**src/common/mips_pkg.sv**
```systemverilog
package mips_pkg;

	// Main opcodes, instr[31:26]
	localparam logic [5:0] OP_RTYPE = 6'h00; // Decoded further by funct
	localparam logic [5:0] OP_J     = 6'h02;
	localparam logic [5:0] OP_JAL   = 6'h03;
	localparam logic [5:0] OP_BEQ   = 6'h04;
	localparam logic [5:0] OP_BNE   = 6'h05;
	localparam logic [5:0] OP_ADDIU = 6'h09;
	localparam logic [5:0] OP_SLTI  = 6'h0a;
	localparam logic [5:0] OP_SLTIU = 6'h0b;
	localparam logic [5:0] OP_ANDI  = 6'h0c;
	localparam logic [5:0] OP_ORI   = 6'h0d;
	localparam logic [5:0] OP_XORI  = 6'h0e;
	localparam logic [5:0] OP_LUI   = 6'h0f;
	localparam logic [5:0] OP_LW    = 6'h23;
	localparam logic [5:0] OP_SW    = 6'h2b;

	// R-type funct field, instr[5:0]
	localparam logic [5:0] FN_SLL  = 6'h00; // Shift by shamt
	localparam logic [5:0] FN_SRL  = 6'h02;
	localparam logic [5:0] FN_SRA  = 6'h03;
	localparam logic [5:0] FN_JR   = 6'h08;
	localparam logic [5:0] FN_ADDU = 6'h21;
	localparam logic [5:0] FN_SUBU = 6'h23;
	localparam logic [5:0] FN_AND  = 6'h24;
	localparam logic [5:0] FN_OR   = 6'h25;
	localparam logic [5:0] FN_XOR  = 6'h26;
	localparam logic [5:0] FN_SLT  = 6'h2a;
	localparam logic [5:0] FN_SLTU = 6'h2b;

	// ALU operation select
	localparam logic [3:0] ALU_ADD  = 4'd0;
	localparam logic [3:0] ALU_SUB  = 4'd1; // Also used for branch compare
	localparam logic [3:0] ALU_AND  = 4'd2;
	localparam logic [3:0] ALU_OR   = 4'd3;
	localparam logic [3:0] ALU_XOR  = 4'd4;
	localparam logic [3:0] ALU_SLT  = 4'd5; // Signed compare
	localparam logic [3:0] ALU_SLTU = 4'd6; // Unsigned compare
	localparam logic [3:0] ALU_SLL  = 4'd7;
	localparam logic [3:0] ALU_SRL  = 4'd8;
	localparam logic [3:0] ALU_SRA  = 4'd9;
	localparam logic [3:0] ALU_LUI  = 4'd10; // Immediate into upper half

	localparam logic [4:0] REG_V0 = 5'd2; // Result register shown at top level

	// One instruction word, three field layouts
	typedef union packed {
		struct packed {
			logic [5:0] op;
			logic [4:0] rs;
			logic [4:0] rt;
			logic [4:0] rd;
			logic [4:0] shamt;
			logic [5:0] funct;
		} r;
		struct packed {
			logic [5:0]  op;
			logic [4:0]  rs;
			logic [4:0]  rt;
			logic [15:0] imm;
		} i;
		struct packed {
			logic [5:0]  op;
			logic [25:0] target; // Word index within 256 MB region
		} j;
	} instr_t;

endpackage

```
**src/common/ctrl_if.sv**
```systemverilog
interface ctrl_if;
	logic       reg_write;    // Register file write
	logic       reg_dst_rd;   // Destination is rd, else rt
	logic       link;         // Write back PC + 4
	logic       alu_src_imm;  // ALU b from immediate
	logic       imm_zero_ext; // Zero extend instead of sign extend
	logic       shift_imm;    // Shift amount from shamt field
	logic       mem_read;     // Load word
	logic       mem_write;    // Store word
	logic       branch_eq;
	logic       branch_ne;
	logic       jump;         // 26-bit target jump
	logic       jump_reg;     // Jump to rs
	logic [3:0] alu_op;

	modport dec (
		output reg_write, reg_dst_rd, link, alu_src_imm, imm_zero_ext, shift_imm,
		output mem_read, mem_write, branch_eq, branch_ne, jump, jump_reg, alu_op
	);

	modport dp (
		input reg_write, reg_dst_rd, link, alu_src_imm, imm_zero_ext, shift_imm,
		input mem_read, mem_write, branch_eq, branch_ne, jump, jump_reg, alu_op
	);

endinterface

```
**src/core/alu.sv**
```systemverilog
module alu (
	input  logic [3:0]  alu_op,
	input  logic [31:0] a,
	input  logic [31:0] b,
	input  logic [4:0]  shamt,
	output logic [31:0] result,
	output logic        zero
);
	import mips_pkg::*;

	logic [31:0] sum;
	logic [31:0] diff;
	logic        lt_signed;
	logic        lt_unsigned;

	assign sum         = a + b;
	assign diff        = a - b;
	assign lt_signed   = $signed(a) < $signed(b);
	assign lt_unsigned = a < b;

	always_comb begin
		case (alu_op)
			ALU_ADD:  result = sum;
			ALU_SUB:  result = diff;
			ALU_AND:  result = a & b;
			ALU_OR:   result = a | b;
			ALU_XOR:  result = a ^ b;
			ALU_SLT:  result = {31'd0, lt_signed};
			ALU_SLTU: result = {31'd0, lt_unsigned};
			ALU_SLL:  result = b << shamt; // Shifts act on rt
			ALU_SRL:  result = b >> shamt;
			ALU_SRA:  result = $unsigned($signed(b) >>> shamt);
			ALU_LUI:  result = {b[15:0], 16'd0};
			default:  result = 32'd0;
		endcase
	end

	assign zero = (result == 32'd0); // BEQ/BNE after subtract

endmodule

```
**src/core/reg_file.sv**
```systemverilog
module reg_file (
	input  logic        clk,
	input  logic        reset,
	input  logic        write_en,
	input  logic [4:0]  read_addr_a,
	input  logic [4:0]  read_addr_b,
	input  logic [4:0]  write_addr,
	input  logic [31:0] write_data,
	output logic [31:0] read_data_a,
	output logic [31:0] read_data_b,
	output logic [31:0] v0
);
	import mips_pkg::*;

	logic [31:0] regs [32];

	always_ff @(posedge clk, posedge reset) begin
		if (reset) begin
			for (int k = 0; k < 32; k++) begin
				regs[k] <= 32'd0;
			end
		end else if (write_en && write_addr != 5'd0) begin // r0 write dropped
			regs[write_addr] <= write_data;
		end
	end

	// Combinational reads, r0 forced to zero
	assign read_data_a = (read_addr_a == 5'd0) ? 32'd0 : regs[read_addr_a];
	assign read_data_b = (read_addr_b == 5'd0) ? 32'd0 : regs[read_addr_b];

	assign v0 = regs[REG_V0];

endmodule

```
**src/core/control_unit.sv**
```systemverilog
module control_unit (
	input mips_pkg::instr_t instr,
	ctrl_if.dec             ctrl
);
	import mips_pkg::*;

	always_comb begin
		// Default is a no-op: nothing written, no bus access
		ctrl.reg_write    = 1'b0;
		ctrl.reg_dst_rd   = 1'b0;
		ctrl.link         = 1'b0;
		ctrl.alu_src_imm  = 1'b0;
		ctrl.imm_zero_ext = 1'b0;
		ctrl.shift_imm    = 1'b0;
		ctrl.mem_read     = 1'b0;
		ctrl.mem_write    = 1'b0;
		ctrl.branch_eq    = 1'b0;
		ctrl.branch_ne    = 1'b0;
		ctrl.jump         = 1'b0;
		ctrl.jump_reg     = 1'b0;
		ctrl.alu_op       = ALU_ADD;

		case (instr.r.op)
			OP_RTYPE: begin
				ctrl.reg_dst_rd = 1'b1;
				ctrl.reg_write  = 1'b1; // Cleared below for JR and unknown funct
				case (instr.r.funct)
					FN_ADDU: ctrl.alu_op = ALU_ADD;
					FN_SUBU: ctrl.alu_op = ALU_SUB;
					FN_AND:  ctrl.alu_op = ALU_AND;
					FN_OR:   ctrl.alu_op = ALU_OR;
					FN_XOR:  ctrl.alu_op = ALU_XOR;
					FN_SLT:  ctrl.alu_op = ALU_SLT;
					FN_SLTU: ctrl.alu_op = ALU_SLTU;
					FN_SLL: begin
						ctrl.alu_op    = ALU_SLL;
						ctrl.shift_imm = 1'b1;
					end
					FN_SRL: begin
						ctrl.alu_op    = ALU_SRL;
						ctrl.shift_imm = 1'b1;
					end
					FN_SRA: begin
						ctrl.alu_op    = ALU_SRA;
						ctrl.shift_imm = 1'b1;
					end
					FN_JR: begin
						ctrl.reg_write = 1'b0; // Plain return, no link
						ctrl.jump_reg  = 1'b1;
					end
					default: ctrl.reg_write = 1'b0;
				endcase
			end
			OP_ADDIU, OP_SLTI, OP_SLTIU, OP_ANDI, OP_ORI, OP_XORI, OP_LUI: begin
				ctrl.reg_write   = 1'b1;
				ctrl.alu_src_imm = 1'b1;
				case (instr.i.op)
					OP_SLTI:  ctrl.alu_op = ALU_SLT;
					OP_SLTIU: ctrl.alu_op = ALU_SLTU; // Sign-extended imm, unsigned compare
					OP_ANDI: begin
						ctrl.alu_op       = ALU_AND;
						ctrl.imm_zero_ext = 1'b1;
					end
					OP_ORI: begin
						ctrl.alu_op       = ALU_OR;
						ctrl.imm_zero_ext = 1'b1;
					end
					OP_XORI: begin
						ctrl.alu_op       = ALU_XOR;
						ctrl.imm_zero_ext = 1'b1;
					end
					OP_LUI: begin
						ctrl.alu_op       = ALU_LUI;
						ctrl.imm_zero_ext = 1'b1;
					end
					default: ctrl.alu_op = ALU_ADD; // ADDIU
				endcase
			end
			OP_LW: begin
				ctrl.reg_write   = 1'b1;
				ctrl.alu_src_imm = 1'b1; // Base + offset
				ctrl.mem_read    = 1'b1;
			end
			OP_SW: begin
				ctrl.alu_src_imm = 1'b1;
				ctrl.mem_write   = 1'b1;
			end
			OP_BEQ: begin
				ctrl.alu_op    = ALU_SUB; // Zero flag gives equality
				ctrl.branch_eq = 1'b1;
			end
			OP_BNE: begin
				ctrl.alu_op    = ALU_SUB;
				ctrl.branch_ne = 1'b1;
			end
			OP_J:    ctrl.jump = 1'b1;
			OP_JAL: begin
				ctrl.jump      = 1'b1;
				ctrl.link      = 1'b1; // r31 gets PC + 4
				ctrl.reg_write = 1'b1;
			end
			default: ;
		endcase
	end

endmodule

```
**src/core/datapath.sv**
```systemverilog
module datapath #(
	parameter logic [31:0] RESET_VECTOR = 32'h0000_0004
) (
	input  logic             clk,
	input  logic             reset,
	input  logic             clk_enable,
	input  mips_pkg::instr_t instr,
	input  logic [31:0]      data_readdata,
	input  logic             data_ack,
	ctrl_if.dp               ctrl,
	output logic             active,
	output logic [31:0]      register_v0,
	output logic [31:0]      instr_address,
	output logic [31:0]      data_address,
	output logic [31:0]      data_writedata,
	output logic             data_cyc,
	output logic             data_stb,
	output logic             data_we,
	output logic [3:0]       data_sel
);

	logic [31:0] pc;
	logic [31:0] pc_plus4;
	logic [31:0] pc_branch;
	logic [31:0] pc_jump;
	logic [31:0] pc_next;
	logic        bus_done;    // Ack seen last cycle, keep cyc low one cycle
	logic        mem_access;
	logic        retire;      // Instruction completes at this edge
	logic        take_branch;
	logic [31:0] imm_ext;
	logic [31:0] rd_a;
	logic [31:0] rd_b;
	logic [31:0] alu_b;
	logic [4:0]  alu_shamt;
	logic [31:0] alu_result;
	logic        alu_zero;
	logic [4:0]  wb_addr;
	logic [31:0] wb_data;

	assign instr_address = pc;
	assign pc_plus4      = pc + 32'd4;

	// Immediate extension and ALU operands
	assign imm_ext   = ctrl.imm_zero_ext ? {16'd0, instr.i.imm}
		: {{16{instr.i.imm[15]}}, instr.i.imm};
	assign alu_b     = ctrl.alu_src_imm ? imm_ext : rd_b;
	assign alu_shamt = ctrl.shift_imm ? instr.r.shamt : rd_a[4:0];

	// Next PC, no delay slot
	assign pc_branch   = pc_plus4 + {imm_ext[29:0], 2'b00};
	assign pc_jump     = {pc_plus4[31:28], instr.j.target, 2'b00};
	assign take_branch = (ctrl.branch_eq & alu_zero) | (ctrl.branch_ne & ~alu_zero);

	always_comb begin
		if (ctrl.jump_reg)
			pc_next = rd_a;
		else if (ctrl.jump)
			pc_next = pc_jump;
		else if (take_branch)
			pc_next = pc_branch;
		else
			pc_next = pc_plus4;
	end

	// Wishbone data master, one access in flight
	assign mem_access     = ctrl.mem_read | ctrl.mem_write;
	assign data_cyc       = active & mem_access & ~bus_done;
	assign data_stb       = data_cyc;
	assign data_we        = data_cyc & ctrl.mem_write;
	assign data_address   = alu_result;
	assign data_writedata = rd_b;
	assign data_sel       = 4'hf; // Word accesses only

	// Memory ops hold the PC until ack
	assign retire = active & clk_enable & (~mem_access | (data_cyc & data_ack));

	// Write-back selection
	assign wb_addr = ctrl.reg_dst_rd ? instr.r.rd : (ctrl.link ? 5'd31 : instr.r.rt); // r31 = ra
	assign wb_data = ctrl.link ? pc_plus4 : (ctrl.mem_read ? data_readdata : alu_result);

	always_ff @(posedge clk, posedge reset) begin
		if (reset) begin
			pc       <= RESET_VECTOR;
			active   <= 1'b1;
			bus_done <= 1'b0;
		end else if (clk_enable) begin
			bus_done <= data_cyc & data_ack;
			if (retire) begin
				pc <= pc_next;
				if (pc_next == 32'd0)
					active <= 1'b0; // Jump to zero halts
			end
		end
	end

	reg_file u_reg_file (
		.clk         (clk),
		.reset       (reset),
		.write_en    (ctrl.reg_write & retire),
		.read_addr_a (instr.r.rs),
		.read_addr_b (instr.r.rt),
		.write_addr  (wb_addr),
		.write_data  (wb_data),
		.read_data_a (rd_a),
		.read_data_b (rd_b),
		.v0          (register_v0)
	);

	alu u_alu (
		.alu_op (ctrl.alu_op),
		.a      (rd_a),
		.b      (alu_b),
		.shamt  (alu_shamt),
		.result (alu_result),
		.zero   (alu_zero)
	);

	// Cycle released the clock after an accepted ack
	assert property (@(posedge clk) disable iff (reset)
		data_cyc && data_ack && clk_enable |=> !data_cyc)
		else $error("datapath: cyc still high after ack");

	// Request held steady while the slave stalls
	assert property (@(posedge clk) disable iff (reset)
		data_stb && !data_ack |=> data_stb && $stable(data_address)
			&& $stable(data_we) && $stable(data_writedata))
		else $error("datapath: bus request changed before ack");

endmodule

```
**src/rtl/mips_harvard.sv**
```systemverilog
module mips_harvard #(
	parameter logic [31:0] RESET_VECTOR = 32'h0000_0004 // Jump to 0 means halt
) (
	input  logic        clk,
	input  logic        reset,
	input  logic        clk_enable,
	output logic        active,
	output logic [31:0] register_v0,

	output logic [31:0] instr_address,  // Current PC
	input  logic [31:0] instr_readdata, // Same-cycle instruction word

	output logic        data_cyc,
	output logic        data_stb,
	output logic        data_we,
	output logic [3:0]  data_sel,
	output logic [31:0] data_address,
	output logic [31:0] data_writedata,
	input  logic [31:0] data_readdata,
	input  logic        data_ack
);

	ctrl_if ctrl_bus ();

	control_unit u_control_unit (
		.instr (instr_readdata),
		.ctrl  (ctrl_bus.dec)
	);

	datapath #(
		.RESET_VECTOR (RESET_VECTOR)
	) u_datapath (
		.clk            (clk),
		.reset          (reset),
		.clk_enable     (clk_enable),
		.instr          (instr_readdata),
		.data_readdata  (data_readdata),
		.data_ack       (data_ack),
		.ctrl           (ctrl_bus.dp),
		.active         (active),
		.register_v0    (register_v0),
		.instr_address  (instr_address),
		.data_address   (data_address),
		.data_writedata (data_writedata),
		.data_cyc       (data_cyc),
		.data_stb       (data_stb),
		.data_we        (data_we),
		.data_sel       (data_sel)
	);

endmodule

```
**config.mk**
```make
export PLATFORM = sky130hd
export DESIGN_NAME = mips_harvard
export DESIGN_NICKNAME = d
export VERILOG_FILES = /design/src/common/mips_pkg.sv /design/src/common/ctrl_if.sv /design/src/core/alu.sv /design/src/core/reg_file.sv /design/src/core/control_unit.sv /design/src/core/datapath.sv /design/src/rtl/mips_harvard.sv
export SDC_FILE = /design/constraint.sdc
export NUM_CORES = 2
export LEC_CHECK = 0
export ABC_AREA = 1
export BUFFER_PORTS_ARGS = -buffer_cell sky130_fd_sc_hd__buf_4
export CELL_PAD_IN_SITES_DETAIL_PLACEMENT = 1
export CELL_PAD_IN_SITES_GLOBAL_PLACEMENT = 1
export CORE_ASPECT_RATIO = 0.7
export CORE_MARGIN = 8
export CORE_UTILIZATION = 29
export DETAILED_ROUTE_END_ITERATION = 6
export HOLD_SLACK_MARGIN = 0.02
export PLACE_DENSITY = 0.65
export SLEW_MARGIN = 20
export SYNTH_ARGS = -nofsm -noshare
export SYNTH_HDL_FRONTEND = slang
export SYNTH_SLANG_ARGS = --single-unit
```
**constraint.sdc**
```tcl
create_clock -name clk -period 93.3 [get_ports clk]
set_input_delay 4.665 -clock clk [delete_from_list [all_inputs] [get_ports clk]]
set_output_delay 4.665 -clock clk [all_outputs]
set_load 0.02 [all_outputs]
```
# Yosys cells after proc, flatten, opt, wreduce, memory -nomap -nowiden
# Cells that the tools add are included.
totals:
  output_inout_bits: 136
  ff_bits: 1058
  elab_cells: 163
  mem_count: 0
  romBits: 0
  inputBits: 68
  mem_bits_rw: 0
  latchBits: 0
op_classes:
  eq_ne: 33
  addsub: 4
  order_cmp: 6
  reduce_logical: 20
  n_mul: 0
  mux: 41
  div_mod_pow: 0
  bitwise: 21
  shifts: 3
ops:
  columns: ["operator", "count"]
  rows:
  - ["$bwmux 1024", 1]
  - ["$mux 32", 14]
  - ["$pmux 32 s11", 1]
  - ["$bmux 32 s5", 2]
  - ["$demux 32 s5", 1]
  - ["$add 32x32->32", 2]
  - ["$logic_not 32->1", 2]
  - ["$lt 32x32->1", 2]
  - ["$eq 6x6->1 const B", 9]
  - ["$eq 6x4->1 const B", 8]
  - ["$pmux 4 s9", 1]
  - ["$add 32x3->32 const B", 1]
  - ["$and 32x32->32", 1]
  - ["$or 32x32->32", 1]
  - ["$shl 32x5->32", 1]
  - ["$shr 32x5->32", 1]
  - ["$sshr 32x5->32", 1]
  - ["$sub 32x32->32", 1]
  - ["$xor 32x32->32", 1]
  - ["$eq 6x2->1 const B", 4]
  - ["$pmux 4 s6", 1]
  - ["$ge 6x6->1 const B", 3]
  - ["$not 5->6", 3]
  - ["$reduce_or 9->1", 2]
  - ["other kinds (25)", 64]

# Longest topological paths before layout
logic_depth:
  ltp_word: 17
  depth_mapped: 55
  depth_no_buf: 48

# By module
# From an unflattened synthesis, not the netlist that was laid out.
hier_totals:
  hier_cells: 12037
  hier_area_um2: 74734.2
modules_own_cells:
  columns: ["module", "cells_each", "n_inst", "area_each_um2", "seq_area_each_um2"]
  rows:
  - ["reg_file", 8370, 1, 56698.1, 25624.6]
  - ["alu", 2298, 1, 10676.5, 0.0]
  - ["datapath", 1280, 1, 6849.1, 853.3]
  - ["control_unit", 89, 1, 510.5, 0.0]

# Worst setup path before layout
# OpenSTA, ideal clock, no wires.
synth_timing:
  path_type: "input to output"
  from: "in instr_readdata[21]"
  to: "out data_address[25]"
  path_buffers: 9
  required_ns: 88.635
  stages: 32
  t_arrival_ns: 9.121
  path_slack_ns: 79.514
  cell_sequence: "buf_6 -> inv_6 -> buf_6 -> buf_6 -> buf_6 -> clkbuf_1 -> clkbuf_1 -> clkbuf_1 -> clkbuf_1 -> nor2_1 -> o221ai_1 -> nand3_1 -> a31oi_1 -> inv_1 -> ha_1 -> clkbuf_1 -> nand2_1 -> inv_1 -> nand3_1 -> nor3_1 -> nand4_1 -> nand3_1 -> a21o_1 -> nand2_1 -> nand2_1 -> a21oi_1 -> o21ai_0 -> nand3_1 -> nor2_1 -> nand2_1 -> a21oi_1 -> inv_1"
synth_via:
  elab_chain_cells: 8
  elab_cells_between_ends: 16
  cone_classes: "add/sub (2); shift (3); mux (6); bitwise (4); reduce/logical (1)"
synth_rtl:
  columns: ["item", "line_no", "source"]
  rows:
  - ["from (decl)", "mips_harvard.sv:11", "input logic [31:0] instr_readdata,"]
  - ["$not 5->6 (implied by the code)", "reg_file.sv:28", "assign read_data_a = (read_addr_a == 5'd0) ? 32'd0 : regs[read_addr_a];"]
  - ["$bmux 32 s5", "reg_file.sv:28", null]
  - ["$mux 32 (implied by the code) (2 in a row)", "reg_file.sv:28", null]
  - ["$mux 32 *", "reg_file.sv:28", null]
  - ["parallel branches: the longest is 2 deep, another holds $sub 32x32->32", null, null]
  - ["$pmux 32 s11 *", "alu.sv:22", "case (alu_op)"]
  - ["to (decl)", "mips_harvard.sv:17", "output logic [31:0] data_address,"]
# Mark *: on every way between the ends. The select of a mux whose other input is x is not followed.

# Worst setup path in the final report
layout_timing:
  from: "in instr_readdata[16]"
  to: "out data_address[10]"
layout_via:
  elab_chain_cells: 8
  elab_cells_between_ends: 16
  cone_classes: "add/sub (2); shift (3); mux (6); bitwise (4); reduce/logical (1)"
layout_rtl:
  columns: ["item", "line_no", "source"]
  rows:
  - ["$not 5->6 (implied by the code)", "reg_file.sv:29", "assign read_data_b = (read_addr_b == 5'd0) ? 32'd0 : regs[read_addr_b];"]
  - ["$bmux 32 s5", "reg_file.sv:29", null]
  - ["$mux 32 (implied by the code) (2 in a row)", "reg_file.sv:29", null]
  - ["$mux 32 *", "reg_file.sv:29", null]
  - ["$mux 32 *", "datapath.sv:47", "assign alu_b = ctrl.alu_src_imm ? imm_ext : rd_b;"]
  - ["$sub 32x32->32, or another cell as far along", "alu.sv:17", "assign diff = a - b;"]
  - ["$pmux 32 s11 *", "alu.sv:22", null]
# Every way passes the cells marked *; elsewhere a longest branch is shown, timed or not. The select of a mux whose other input is x is not followed.

==> impl_metrics.env <==
export IMPL_synth_async_sr_flop_share_pct=100
export IMPL_first_pass_iters=6
export IMPL_finalSetupViolCount=0
export IMPL_synth_compound_area_share_pct=18.7
export IMPL_crit_type="in -> out"
export IMPL_routabilityCongestion=1.01
export IMPL_clk_latency_ns=0.76
export IMPL_met1Wirelength_microns=192000
export IMPL_synth_top_area_share_pct=37.2
export IMPL_synth_xor_area_share_pct=0.665
export IMPL_synth_commonest_cells="nand2_1 (3,443), o21ai_0 (1,618), nand3_1 (1,258)"
export IMPL_ant_nets=0
export IMPL_antenna_found_initial=32
export IMPL_synth_seq_cells=1058
export IMPL_cp_max_fo=147
export IMPL_ys_top_cells_by_area="dfrtp_1 (37%), nand2_1 (18%), o21ai_0 (11%)"
export IMPL_ctsResizeCount=0
export IMPL_nets=10500
export IMPL_hpwlAfterDp_microns=280000
export IMPL_synth_most_common_cell="nand2_1"
export IMPL_grt_overflow=0
export IMPL_drt_wl_total_microns=416000
export IMPL_synth_seq_area_share_pct=37.2
export IMPL_swShare_pct=42.3
export IMPL_p_int_w=0.000907
export IMPL_syn_cell_area_sq_um=71100
export IMPL_cts_root_buf="clkbuf_16"
export IMPL_cts_buffer_depth=3
export IMPL_pin_count=204
export IMPL_fmax_mhz=57.2
export IMPL_finClkSkew_ns=0.0377
export IMPL_power_leakage_nw=35.9
export IMPL_drc=0
export IMPL_hold_ws_ns=0.403
export IMPL_rows=152
export IMPL_endpoint_kind="output pin"
export IMPL_top_layer_used="met5"
export IMPL_ir_worst_vdd_mv=0.0163
export IMPL_die_area_sq_um=261000
export IMPL_worstPathBufferInverterCount=9
export IMPL_critPathRequiredTime_ns=88.64
export IMPL_synthFlopType="dfrtp_1"
export IMPL_synth_edff_count=0
export IMPL_muxShareOfSynthArea_pct=0
export IMPL_cts_buffers=113
export IMPL_area_delta_synth_final_pct=10.2
export IMPL_cts_clk_slew_worst_paths_ns=0.06
export IMPL_die_x_microns=608
export IMPL_hold_class="reg -> reg"
export IMPL_slew_viol_final=0
export IMPL_status="completed"
export IMPL_yosys_warnings=0
export IMPL_worstMarginPinSlew_ns=1.25
export IMPL_cp_arrival_ns=12.80
export IMPL_cp_slowest_stage_delay_ns=0.91
export IMPL_p_seq_share_pct=34.4
export IMPL_cts_sinks=1058
export IMPL_synth_simple_area_share_pct=32.6
export IMPL_wl_met2_microns=161000
export IMPL_grt_pass1_vias=78200
export IMPL_core_area_sq_um=244000
export IMPL_grt_pass1_wl_microns=592000
export IMPL_start_kind="input pin"
export IMPL_initial_core_util_pct=29.1
export IMPL_hold_buffers=0
export IMPL_wl_met3_microns=47500
export IMPL_maxCapViolations=0
export IMPL_power_density_nw_per_um2=20.1
export IMPL_dr_total_vias=81300
export IMPL_fin_crit_ns=17.47
export IMPL_htreeDepth=3
export IMPL_synth_top_family_by_area="simple AND/OR/NAND/NOR gates"
export IMPL_period_share_pct=18.7
export IMPL_switchingPower_w=0.000665
export IMPL_cts_setup_buffers=0
export IMPL_routed_via_density=5.95
export IMPL_port_buffer_count=199
export IMPL_cp_top_family="buffers and inverters"
export IMPL_synthCells=10700
export IMPL_final_util_pct=32.1
export IMPL_drive_above_1_share_pct=6.86
export IMPL_grt_max_degree=239
export IMPL_synth_avg_cell_area_sq_um=6.64
export IMPL_slew_headroom_pct=16.6
export IMPL_gr_usage_all_layers_pct=30.4
export IMPL_cts_tree="built"
export IMPL_wl_per_cell_microns=30.4
export IMPL_slowest_stage="nor4b_1"
export IMPL_yosys_area_top_type="dfrtp_1"
export IMPL_hold_viol=0
export IMPL_clockPowerShare_pct=30.9
export IMPL_die_h_microns=430
export IMPL_crit_top_cell="a21oi_1"
export IMPL_drtIter0Drc=11000
export IMPL_synthAdderAreaFrac_pct=2.41
export IMPL_synthDistinctLibCells=68
export IMPL_rsz0062_at_grt="no"
export IMPL_final_setup_tns_ns=0
export IMPL_power_frac_comb_pct=34.8
-- per-layer routing --
layer | up-vias | global-route usage, %
li1 | 34700 | -
met4 | 33 | 9.86
met5 | - | 0
met1 | 41500 | 45.8
met2 | 4473 | 40.8
met3 | 668 | 8.75
-- registers in the layout, indices dropped and copies added (netlist names) --
register and count:
u_datapath.active 1, u_datapath.bus_done 1, u_datapath.instr_address 32, u_datapath.u_reg_file.regs 992, u_datapath.u_reg_file.v0 32
-- final cells by class --
type | instances | area [sq um]
diodes | 16 | 40.0
clock buffers | 172 | 3310
flip-flops and latches | 1058 | 26500
clock inverters | 36 | 503
multi-input cells | 8245 | 38800
fillers | 30700 | 166000
well taps | 3234 | 4050
inverters | 503 | 1970
repair buffers | 401 | 3180
-- power by group through the flow --
stage | combinational, W | clock, W | sequential, W
after floorplan | 0.000298 | 0 | 0.000539
after global placement | 0.000520 | 0 | 0.000544
after detailed placement | 0.000527 | 0 | 0.000546
after CTS | 0.000529 | 0.000491 | 0.000538
after global routing | 0.000578 | 0.000508 | 0.000545
final | 0.000547 | 0.000485 | 0.000540
-- stage by stage --
stage / setup slack, ns / area, sq um / power (W) / cells
finish: 75.83 / 78400 / 0.00157 / 13700
global route: 75.70 / 78300 / 0.00163 / 13600
CTS: 76.07 / 78300 / 0.00156 / 13600
detailed placement: 76.15 / 74500 / 0.00107 / 13400
global placement: 75.64 / 74500 / 0.00106 / 13400
floorplan: 58.86 / 71100 / 0.000837 / 10700
-- layout by cell type, fill, tap and decap left out, types with 57 or more instances in the layout --
cell type and n:
a21oi_1 377, buf_4 383, clkbuf_16 115, dfrtp_1 1056, ha_1 132, inv_1 446, nand2_1 3439, nand3_1 1255
nor2_1 730, o211ai_1 96, o21ai_0 1603, o21ai_1 57, o221ai_1 134, o22ai_1 64
-- worst paths after layout --
| kind | start | end | slack (ns) | cells after the start |
|---|---|---|---|---|
| hold / removal | u_datapath.u_reg_file.regs[994] | u_datapath.u_reg_file.regs[994] | 0.40 | 0 |
| setup reg to reg | u_datapath.u_reg_file.v0[10] | u_datapath.active | 84.50 | 35 |
| max in group asynchronous | reset | u_datapath.instr_address[31] | 85.86 | 5 |
| min in group asynchronous | reset | u_datapath.u_reg_file.v0[30] | 4.05 | 2 |
| hold reg to reg | u_datapath.u_reg_file.regs[994] | u_datapath.u_reg_file.regs[994] | 0.40 | 0 |
| setup / recovery | instr_readdata[16] | data_address[10] | 75.83 | 26 |
-- cell families after synthesis --
kind of cell	after synthesis
AO/OA/AOI/OAI	2440
XOR/XNOR	54
adder cells (fa/ha/maj)	135
buffers and inverters	1409
flip-flops	1058
other	1
AND/OR/NAND/NOR	5612
Note: power is estimated with default switching activity, not from simulation.
